$ cat config.mk
export PLATFORM = sky130hd
export DESIGN_NAME = har_bnn_top
export DESIGN_NICKNAME = d
export VERILOG_FILES = /design/src/logic/har_bnn_pkg.sv /design/src/logic/argmax.sv /design/src/logic/bnn_hidden_layer.sv /design/src/logic/bnn_output_layer.sv /design/src/logic/har_bnn_top.sv
export VERILOG_INCLUDE_DIRS = /design/src /design/src/logic
export SDC_FILE = /design/constraint.sdc
export NUM_CORES = 2
export LEC_CHECK = 0
export BUFFER_PORTS_ARGS = -buffer_cell sky130_fd_sc_hd__buf_2
export CORE_MARGIN = 10
export CORE_UTILIZATION = 40
export DETAILED_ROUTE_END_ITERATION = 8
export SLEW_MARGIN = 20
export SYNTH_ARGS = -nofsm -noshare
export SYNTH_HDL_FRONTEND = slang
export SYNTH_SLANG_ARGS = --single-unit
$ cat constraint.sdc
create_clock -name clk -period 8.5 [get_ports clk]
set_input_delay 0.425 -clock clk [delete_from_list [all_inputs] [get_ports clk]]
set_output_delay 0.425 -clock clk [all_outputs]
set_load 0.005 [all_outputs]
$ cat src/logic/har_bnn_weights.svh
`ifndef HAR_BNN_WEIGHTS_SVH
`define HAR_BNN_WEIGHTS_SVH

// generated from the trained network, do not edit by hand
// indexed by hidden neuron, bit f of a mask refers to feature f

localparam feat_mask_t W_HID_POS [HIDDEN_CNT] = '{
    12'h5a3, 12'h0c6, 12'h91e, 12'h347, 12'ha0d, 12'h6b1, 12'h1f8, 12'hc24,
    12'h78a, 12'h253, 12'he09, 12'h4d5, 12'h8e2, 12'h13c, 12'hb61, 12'h0f3,
    12'h6a9, 12'hd14, 12'h3c7, 12'ha92, 12'h58e, 12'h2b5, 12'hf02, 12'h94c,
    12'h0a7, 12'hc39, 12'h7d0, 12'h16e, 12'hb4a, 12'h4e3, 12'h83d, 12'h2f1,
    12'he58, 12'h5c6, 12'h9a4, 12'h39b, 12'hd62, 12'h0b9, 12'h6e5, 12'ha1f
};

// disjoint from W_HID_POS for every neuron
localparam feat_mask_t W_HID_NEG [HIDDEN_CNT] = '{
    12'ha58, 12'h739, 12'h6c1, 12'hc98, 12'h5b2, 12'h14e, 12'ha07, 12'h3d3,
    12'h865, 12'hd2c, 12'h1b6, 12'hb28, 12'h70d, 12'he43, 12'h49a, 12'hd0c,
    12'h916, 12'h2e3, 12'h838, 12'h469, 12'ha61, 12'hc4a, 12'h0f9, 12'h6a3,
    12'hf18, 12'h3c2, 12'h82b, 12'hc91, 12'h4a5, 12'hb14, 12'h7c0, 12'h90e,
    12'h1a3, 12'ha31, 12'h64b, 12'hc44, 12'h28d, 12'he46, 12'h912, 12'h5a0
};

// indexed by class, bit h is the weight for hidden neuron h
localparam hidden_bits_t W_OUT [CLASS_CNT] = '{
    40'h9c3a5e71d2,
    40'h63c5a18e2d,
    40'hb5960f3ca7,
    40'h4a69f0c358,
    40'hd20b7e4c96,
    40'h2df481b369
};

`endif

$ cat src/logic/har_bnn_pkg.sv
package har_bnn_pkg;

    // network dimensions, fixed by the trained weight set
    localparam int FEAT_CNT   = 12;
    localparam int FEAT_BITS  = 4;
    localparam int HIDDEN_CNT = 40;
    localparam int CLASS_CNT  = 6;

    // largest unsigned feature value
    localparam int FEAT_MAX = (1 << FEAT_BITS) - 1;

    localparam int CLASS_BITS = $clog2(CLASS_CNT);

    // a score counts agreeing hidden bits, so it runs from 0 to HIDDEN_CNT
    localparam int SCORE_BITS = $clog2(HIDDEN_CNT + 1);

    // neuron sum spans -FEAT_CNT*FEAT_MAX .. +FEAT_CNT*FEAT_MAX plus a sign bit
    localparam int HSUM_BITS = $clog2(FEAT_CNT * FEAT_MAX + 1) + 1;

    // scalar building blocks
    typedef logic [FEAT_BITS-1:0] feature_t;

    typedef logic signed [HSUM_BITS-1:0] hsum_t;

    typedef logic [SCORE_BITS-1:0] score_t;

    // one bit per input feature, used for the ternary weight masks
    typedef logic [FEAT_CNT-1:0] feat_mask_t;

    // one sensor frame, feature 0 sits in the lowest bits
    typedef struct packed {
        feature_t [FEAT_CNT-1:0] feat;
    } feature_frame_t;

    // bit i set when neuron i has a non-negative sum
    typedef logic [HIDDEN_CNT-1:0] hidden_bits_t;

    // per class agreement counts, class 0 in the lowest bits
    typedef struct packed {
        score_t [CLASS_CNT-1:0] score;
    } class_scores_t;

    // hidden layer weights are ternary
    //   pos bit set  -> feature is added
    //   neg bit set  -> feature is subtracted
    //   neither      -> feature is ignored
    // output layer weights are binary, a hidden bit agrees when it matches
    `include "har_bnn_weights.svh"

endpackage

$ cat src/logic/argmax.sv
`timescale 1ns/1ps

module argmax #(
    parameter int SIZE = 6,
    parameter int BITS = 6
) (
    input  logic                     clk,
    input  logic                     reset,
    input  logic                     score_valid,
    input  logic [SIZE*BITS-1:0]     scores,
    output logic                     out_valid,
    output logic [$clog2(SIZE)-1:0]  index
);

    localparam int IDX_BITS = $clog2(SIZE);

    logic [BITS-1:0]     best_score;
    logic [IDX_BITS-1:0] best_index;

    // linear scan, only a strictly larger score wins so ties stay at the lower index
    always_comb begin
        best_score = scores[BITS-1:0];
        best_index = '0;
        for (int i = 1; i < SIZE; i++) begin
            if (scores[i*BITS +: BITS] > best_score) begin
                best_score = scores[i*BITS +: BITS];
                best_index = IDX_BITS'(i);
            end
        end
    end

    always_ff @(posedge clk) begin
        if (reset) begin
            out_valid <= 1'b0;
        end else begin
            out_valid <= score_valid;
        end
    end

    always_ff @(posedge clk) begin
        if (score_valid) begin
            index <= best_index;
        end
    end

    // matters when SIZE is not a power of two
    a_index_range: assert property (
        @(posedge clk) disable iff (reset)
        out_valid |-> (index < SIZE)
    ) else $error("argmax index %0d not below %0d", index, SIZE);

endmodule

$ cat src/logic/bnn_hidden_layer.sv
`timescale 1ns/1ps

module bnn_hidden_layer (
    input  logic                         clk,
    input  logic                         reset,
    input  logic                         frame_valid,
    input  har_bnn_pkg::feature_frame_t  frame,
    output logic                         hid_valid,
    output har_bnn_pkg::hidden_bits_t    hidden
);

    import har_bnn_pkg::*;

    hidden_bits_t sign_bits;

    // every neuron sums its selected features with sign, only the sign is kept
    always_comb begin
        hsum_t acc;
        hsum_t feat_ext;

        for (int n = 0; n < HIDDEN_CNT; n++) begin
            acc = '0;
            for (int f = 0; f < FEAT_CNT; f++) begin
                // features are unsigned, extend with a zero msb
                feat_ext = hsum_t'({1'b0, frame.feat[f]});
                if (W_HID_POS[n][f]) begin
                    acc = acc + feat_ext;
                end else if (W_HID_NEG[n][f]) begin
                    acc = acc - feat_ext;
                end
            end
            // a zero sum counts as positive
            sign_bits[n] = ~acc[HSUM_BITS-1];
        end
    end

    always_ff @(posedge clk) begin
        if (reset) begin
            hid_valid <= 1'b0;
        end else begin
            hid_valid <= frame_valid;
        end
    end

    // payload only moves with a frame, otherwise it holds
    always_ff @(posedge clk) begin
        if (frame_valid) begin
            hidden <= sign_bits;
        end
    end

    // the upstream source must present a fully defined frame with the strobe
    a_frame_known: assert property (
        @(posedge clk) disable iff (reset)
        frame_valid |-> !$isunknown(frame)
    ) else $error("frame has unknown bits while frame_valid is high");

endmodule

$ cat src/logic/bnn_output_layer.sv
`timescale 1ns/1ps

module bnn_output_layer (
    input  logic                        clk,
    input  logic                        reset,
    input  logic                        hid_valid,
    input  har_bnn_pkg::hidden_bits_t   hidden,
    output logic                        score_valid,
    output har_bnn_pkg::class_scores_t  scores
);

    import har_bnn_pkg::*;

    class_scores_t next_scores;

    // xnor against the class weight, then popcount
    always_comb begin
        hidden_bits_t agree;

        next_scores = '0;
        for (int c = 0; c < CLASS_CNT; c++) begin
            agree = ~(hidden ^ W_OUT[c]);
            for (int h = 0; h < HIDDEN_CNT; h++) begin
                next_scores.score[c] = next_scores.score[c] + score_t'(agree[h]);
            end
        end
    end

    always_ff @(posedge clk) begin
        if (reset) begin
            score_valid <= 1'b0;
        end else begin
            score_valid <= hid_valid;
        end
    end

    always_ff @(posedge clk) begin
        if (hid_valid) begin
            scores <= next_scores;
        end
    end

    // a registered count can never exceed the number of hidden bits
    for (genvar c = 0; c < CLASS_CNT; c++) begin : g_score_chk
        a_score_range: assert property (
            @(posedge clk) disable iff (reset)
            score_valid |-> (scores.score[c] <= score_t'(HIDDEN_CNT))
        ) else $error("class %0d score %0d above %0d", c, scores.score[c], HIDDEN_CNT);
    end

endmodule

$ cat src/logic/har_bnn_top.sv
`timescale 1ns/1ps

module har_bnn_top (
    input  logic                                clk,
    input  logic                                reset,
    input  logic                                frame_valid,
    input  har_bnn_pkg::feature_frame_t         frame,
    output logic                                prediction_valid,
    output logic [har_bnn_pkg::CLASS_BITS-1:0]  prediction
);

    import har_bnn_pkg::*;

    // stage 1 to stage 2
    logic          hid_valid;
    hidden_bits_t  hidden;

    // stage 2 to stage 3
    logic          score_valid;
    class_scores_t scores;

    bnn_hidden_layer u_hidden (
        .clk         (clk),
        .reset       (reset),
        .frame_valid (frame_valid),
        .frame       (frame),
        .hid_valid   (hid_valid),
        .hidden      (hidden)
    );

    bnn_output_layer u_output (
        .clk         (clk),
        .reset       (reset),
        .hid_valid   (hid_valid),
        .hidden      (hidden),
        .score_valid (score_valid),
        .scores      (scores)
    );

    // winner select over the class scores
    argmax #(
        .SIZE (CLASS_CNT),
        .BITS (SCORE_BITS)
    ) u_argmax (
        .clk         (clk),
        .reset       (reset),
        .score_valid (score_valid),
        .scores      (scores),
        .out_valid   (prediction_valid),
        .index       (prediction)
    );

endmodule

==> flow_metrics.tcl <==
set metrics [dict create \
    ff2ff_path_depth 44 \
    synth_nets 6327 \
    final_cell_area_mm2 0.0494 \
    portBuffers 54 \
    crit_fanout 6 \
    hpwl_um 124000 \
    cts_sinks 82 \
    synthSimpleGateAreaFrac_pct 3.83 \
    antenna_found_initial 8 \
    r2r-end "u_argmax.index[1]" \
    ys_ff_latch 82 \
    fmaxAchievable_ghz 0.126 \
    synthCells 4396 \
    async_reset_ff_share_pct 0 \
    grt_pass1_wl_um 213000 \
    synthFlopType "edfxtp_1" \
    yosysSeqAreaShare_pct 5.27 \
    yosysWarnings 0 \
    crit_slowest_cell "a221oi_4" \
    clock_skew_ns 0.00964 \
    drt_pass1_iterations 5 \
    fp.dieW_um 360 \
    areaGrowthSynthToFinish_pct 6.95 \
    syn_avg_cell_area_um2 10.5 \
    startpoint_type "register" \
    synth_top_family_by_area "adder cells" \
    cts_buffers 9 \
    crit_cells 44 \
    clk_root_buffer_cell "clkbuf_16" \
    drtIter0Drc 2153 \
    mostFrequentLayoutCell "inv_1" \
    r2r_start "u_output.scores[4]" \
    h-tree-depth 3 \
    hold_buffers 0 \
    boundaryPins 55 \
    worstMarginPinSlew_ns 1.12 \
    cp_num_buf_inv 5 \
    placementRows 124 \
    setup_violations 0 \
    maxSlewViolCount 0 \
    place_area_mm2 0.0490 \
    crit_type "register to register" \
    grt_max_degree 42 \
    layout-drive-gt1-share_pct 4.63 \
    synthMuxAreaShare_pct 0.344 \
    final_cell_mix "1455 x inv_1, 1112 x fa_1, 768 x ha_1" \
    grt_remaining_overflow 0 \
    fin_crit_sh_pct 93.1 \
    utilization_pct 43.1 \
    vias 30200 \
    die-area_mm2 0.129 \
    cp_data_required_time_ns 8.72 \
    hp-start "reset" \
    drv_cap 0 \
    gp_congestion 0.971 \
    slew_headroom_pct 25.1 \
    initial_core_util_pct 40.3 \
    die_h_um 360 \
    first_global_vias 32900 \
    status "complete, no violations" \
    synth_compound_area_share_pct 5.30 \
    min_path_cells 2 \
    routed_wl_um 143000 \
    synth_xor_xnor_area_share_pct 4.19 \
    netlist_area_mm2 0.0462 \
    synth-edff-count 79 \
    clk_pin_slew_ns 0.07 \
    synthAdderAreaFrac_pct 69.1 \
    hold_path.class "primary input to register" \
    arrival_ns 8.13 \
    nFillCells 11100 \
    finalHoldViolCount 0 \
    layout.nets 6482 \
    wire_per_inst_um 23.6 \
    tritoncts "yes" \
    drc 0 \
    cpPeakStageDelay_ns 0.43 \
    crit_family "compound AO/OA/AOI/OAI gates" \
    ff2ff_setup_slack_ns 0.59 \
    end_kind "register" \
    min_period_ns 7.91 \
    grtUsageTotal_pct 22.5 \
    vias_per_cell 4.98 \
    insertion_delay_ns 0.37 \
    synth_cell_types 61 \
    core_mm2 0.115 \
    cts.path.max_buffers 2 \
    min_to "u_hidden.hid_valid" \
    antenna_left 0 \
]
[per-layer routing]
layer	GRT usage (%)	vias to the layer above	wire length, um
met3	4.94	245	11700
met5	0	-	27
li1	-	13300	-
met4	8.26	4	6340
met1	29.9	15700	59600
met2	35.8	1000	65600
[cell usage after synthesis (47+ instances only)]
library cell  number  area, um^2
nor2b_1           69         432
edfxtp_1          79        2370
a21oi_1          156         781
inv_1           1460        5480
xor2_1            71         622
ha_1             768        9610
o21ai_0           94         470
xnor2_1          150        1310
nand2b_1          81         507
a21o_1            47         353
fa_1            1112       22300
nor2_1            72         270
nand2_1           47         176
[cell type report]
cell class | instances | area [um^2] | area share, %
Multi-Input combinational cell | 2846 | 38300 | 77.6
Sequential cell | 82 | 2430 | 4.92
Tap cell | 1512 | 1890 | 3.83
Clock inverter | 6 | 48.8 | 0.0988
Clock buffer | 10 | 229 | 0.463
Timing Repair Buffer | 152 | 1010 | 2.04
Antenna cell | 1 | 2.50 | 0.00507
Inverter | 1460 | 5480 | 11.1
[per-stage QoR]
stage / TNS, ns / hold slack (ns) / cells / setup WS [ns]
after detailed placement: 0 / 0.512 / 6045 / 0.287
after global placement: 0 / 0.516 / 6045 / 0.275
after global routing: -0.00345 / 0.263 / 6068 / -0.00345
after floorplan: 0 / 0.486 / 4396 / 0.643
after CTS: 0 / 0.237 / 6061 / 0.229
final: 0 / 0.251 / 6069 / 0.589
[worst max path at each step]
| stage | start | end |
|---|---|---|
| 6_report | u_output.scores[4] | u_argmax.index[1] |
| 3_5_place_dp | u_output.scores[4] | u_argmax.index[2] |
| 4_1_cts | u_output.scores[4] | u_argmax.index[1] |
| 3_3_place_gp | u_output.scores[4] | u_argmax.index[2] |
| 2_1_floorplan | u_output.scores[9] | u_argmax.index[2] |
| 5_1_grt | u_output.scores[4] | u_argmax.index[1] |
[cells by family after synthesis]
logic type      after synthesis
mux                          15
buf+inv                    1468
fa+ha+maj                  1886
flops                        82
simple gates                324
compound gates              400
xor+xnor                    221
[repair_timing]
item                                    CTS  global route
endpoints found under the setup margin    0             3
setup buffers                             0             7
gates resized for setup                   0            15
[registers in the layout (all words and copies together) (netlist names)]
name / flops
u_hidden.hidden: 40
u_output.scores: 36
u_argmax.index: 3
u_argmax.out_valid: 1
u_hidden.hid_valid: 1
u_output.score_valid: 1
Power is not shown: default switching activity piles up to over one toggle a cycle in this logic, so the estimate is an artifact.
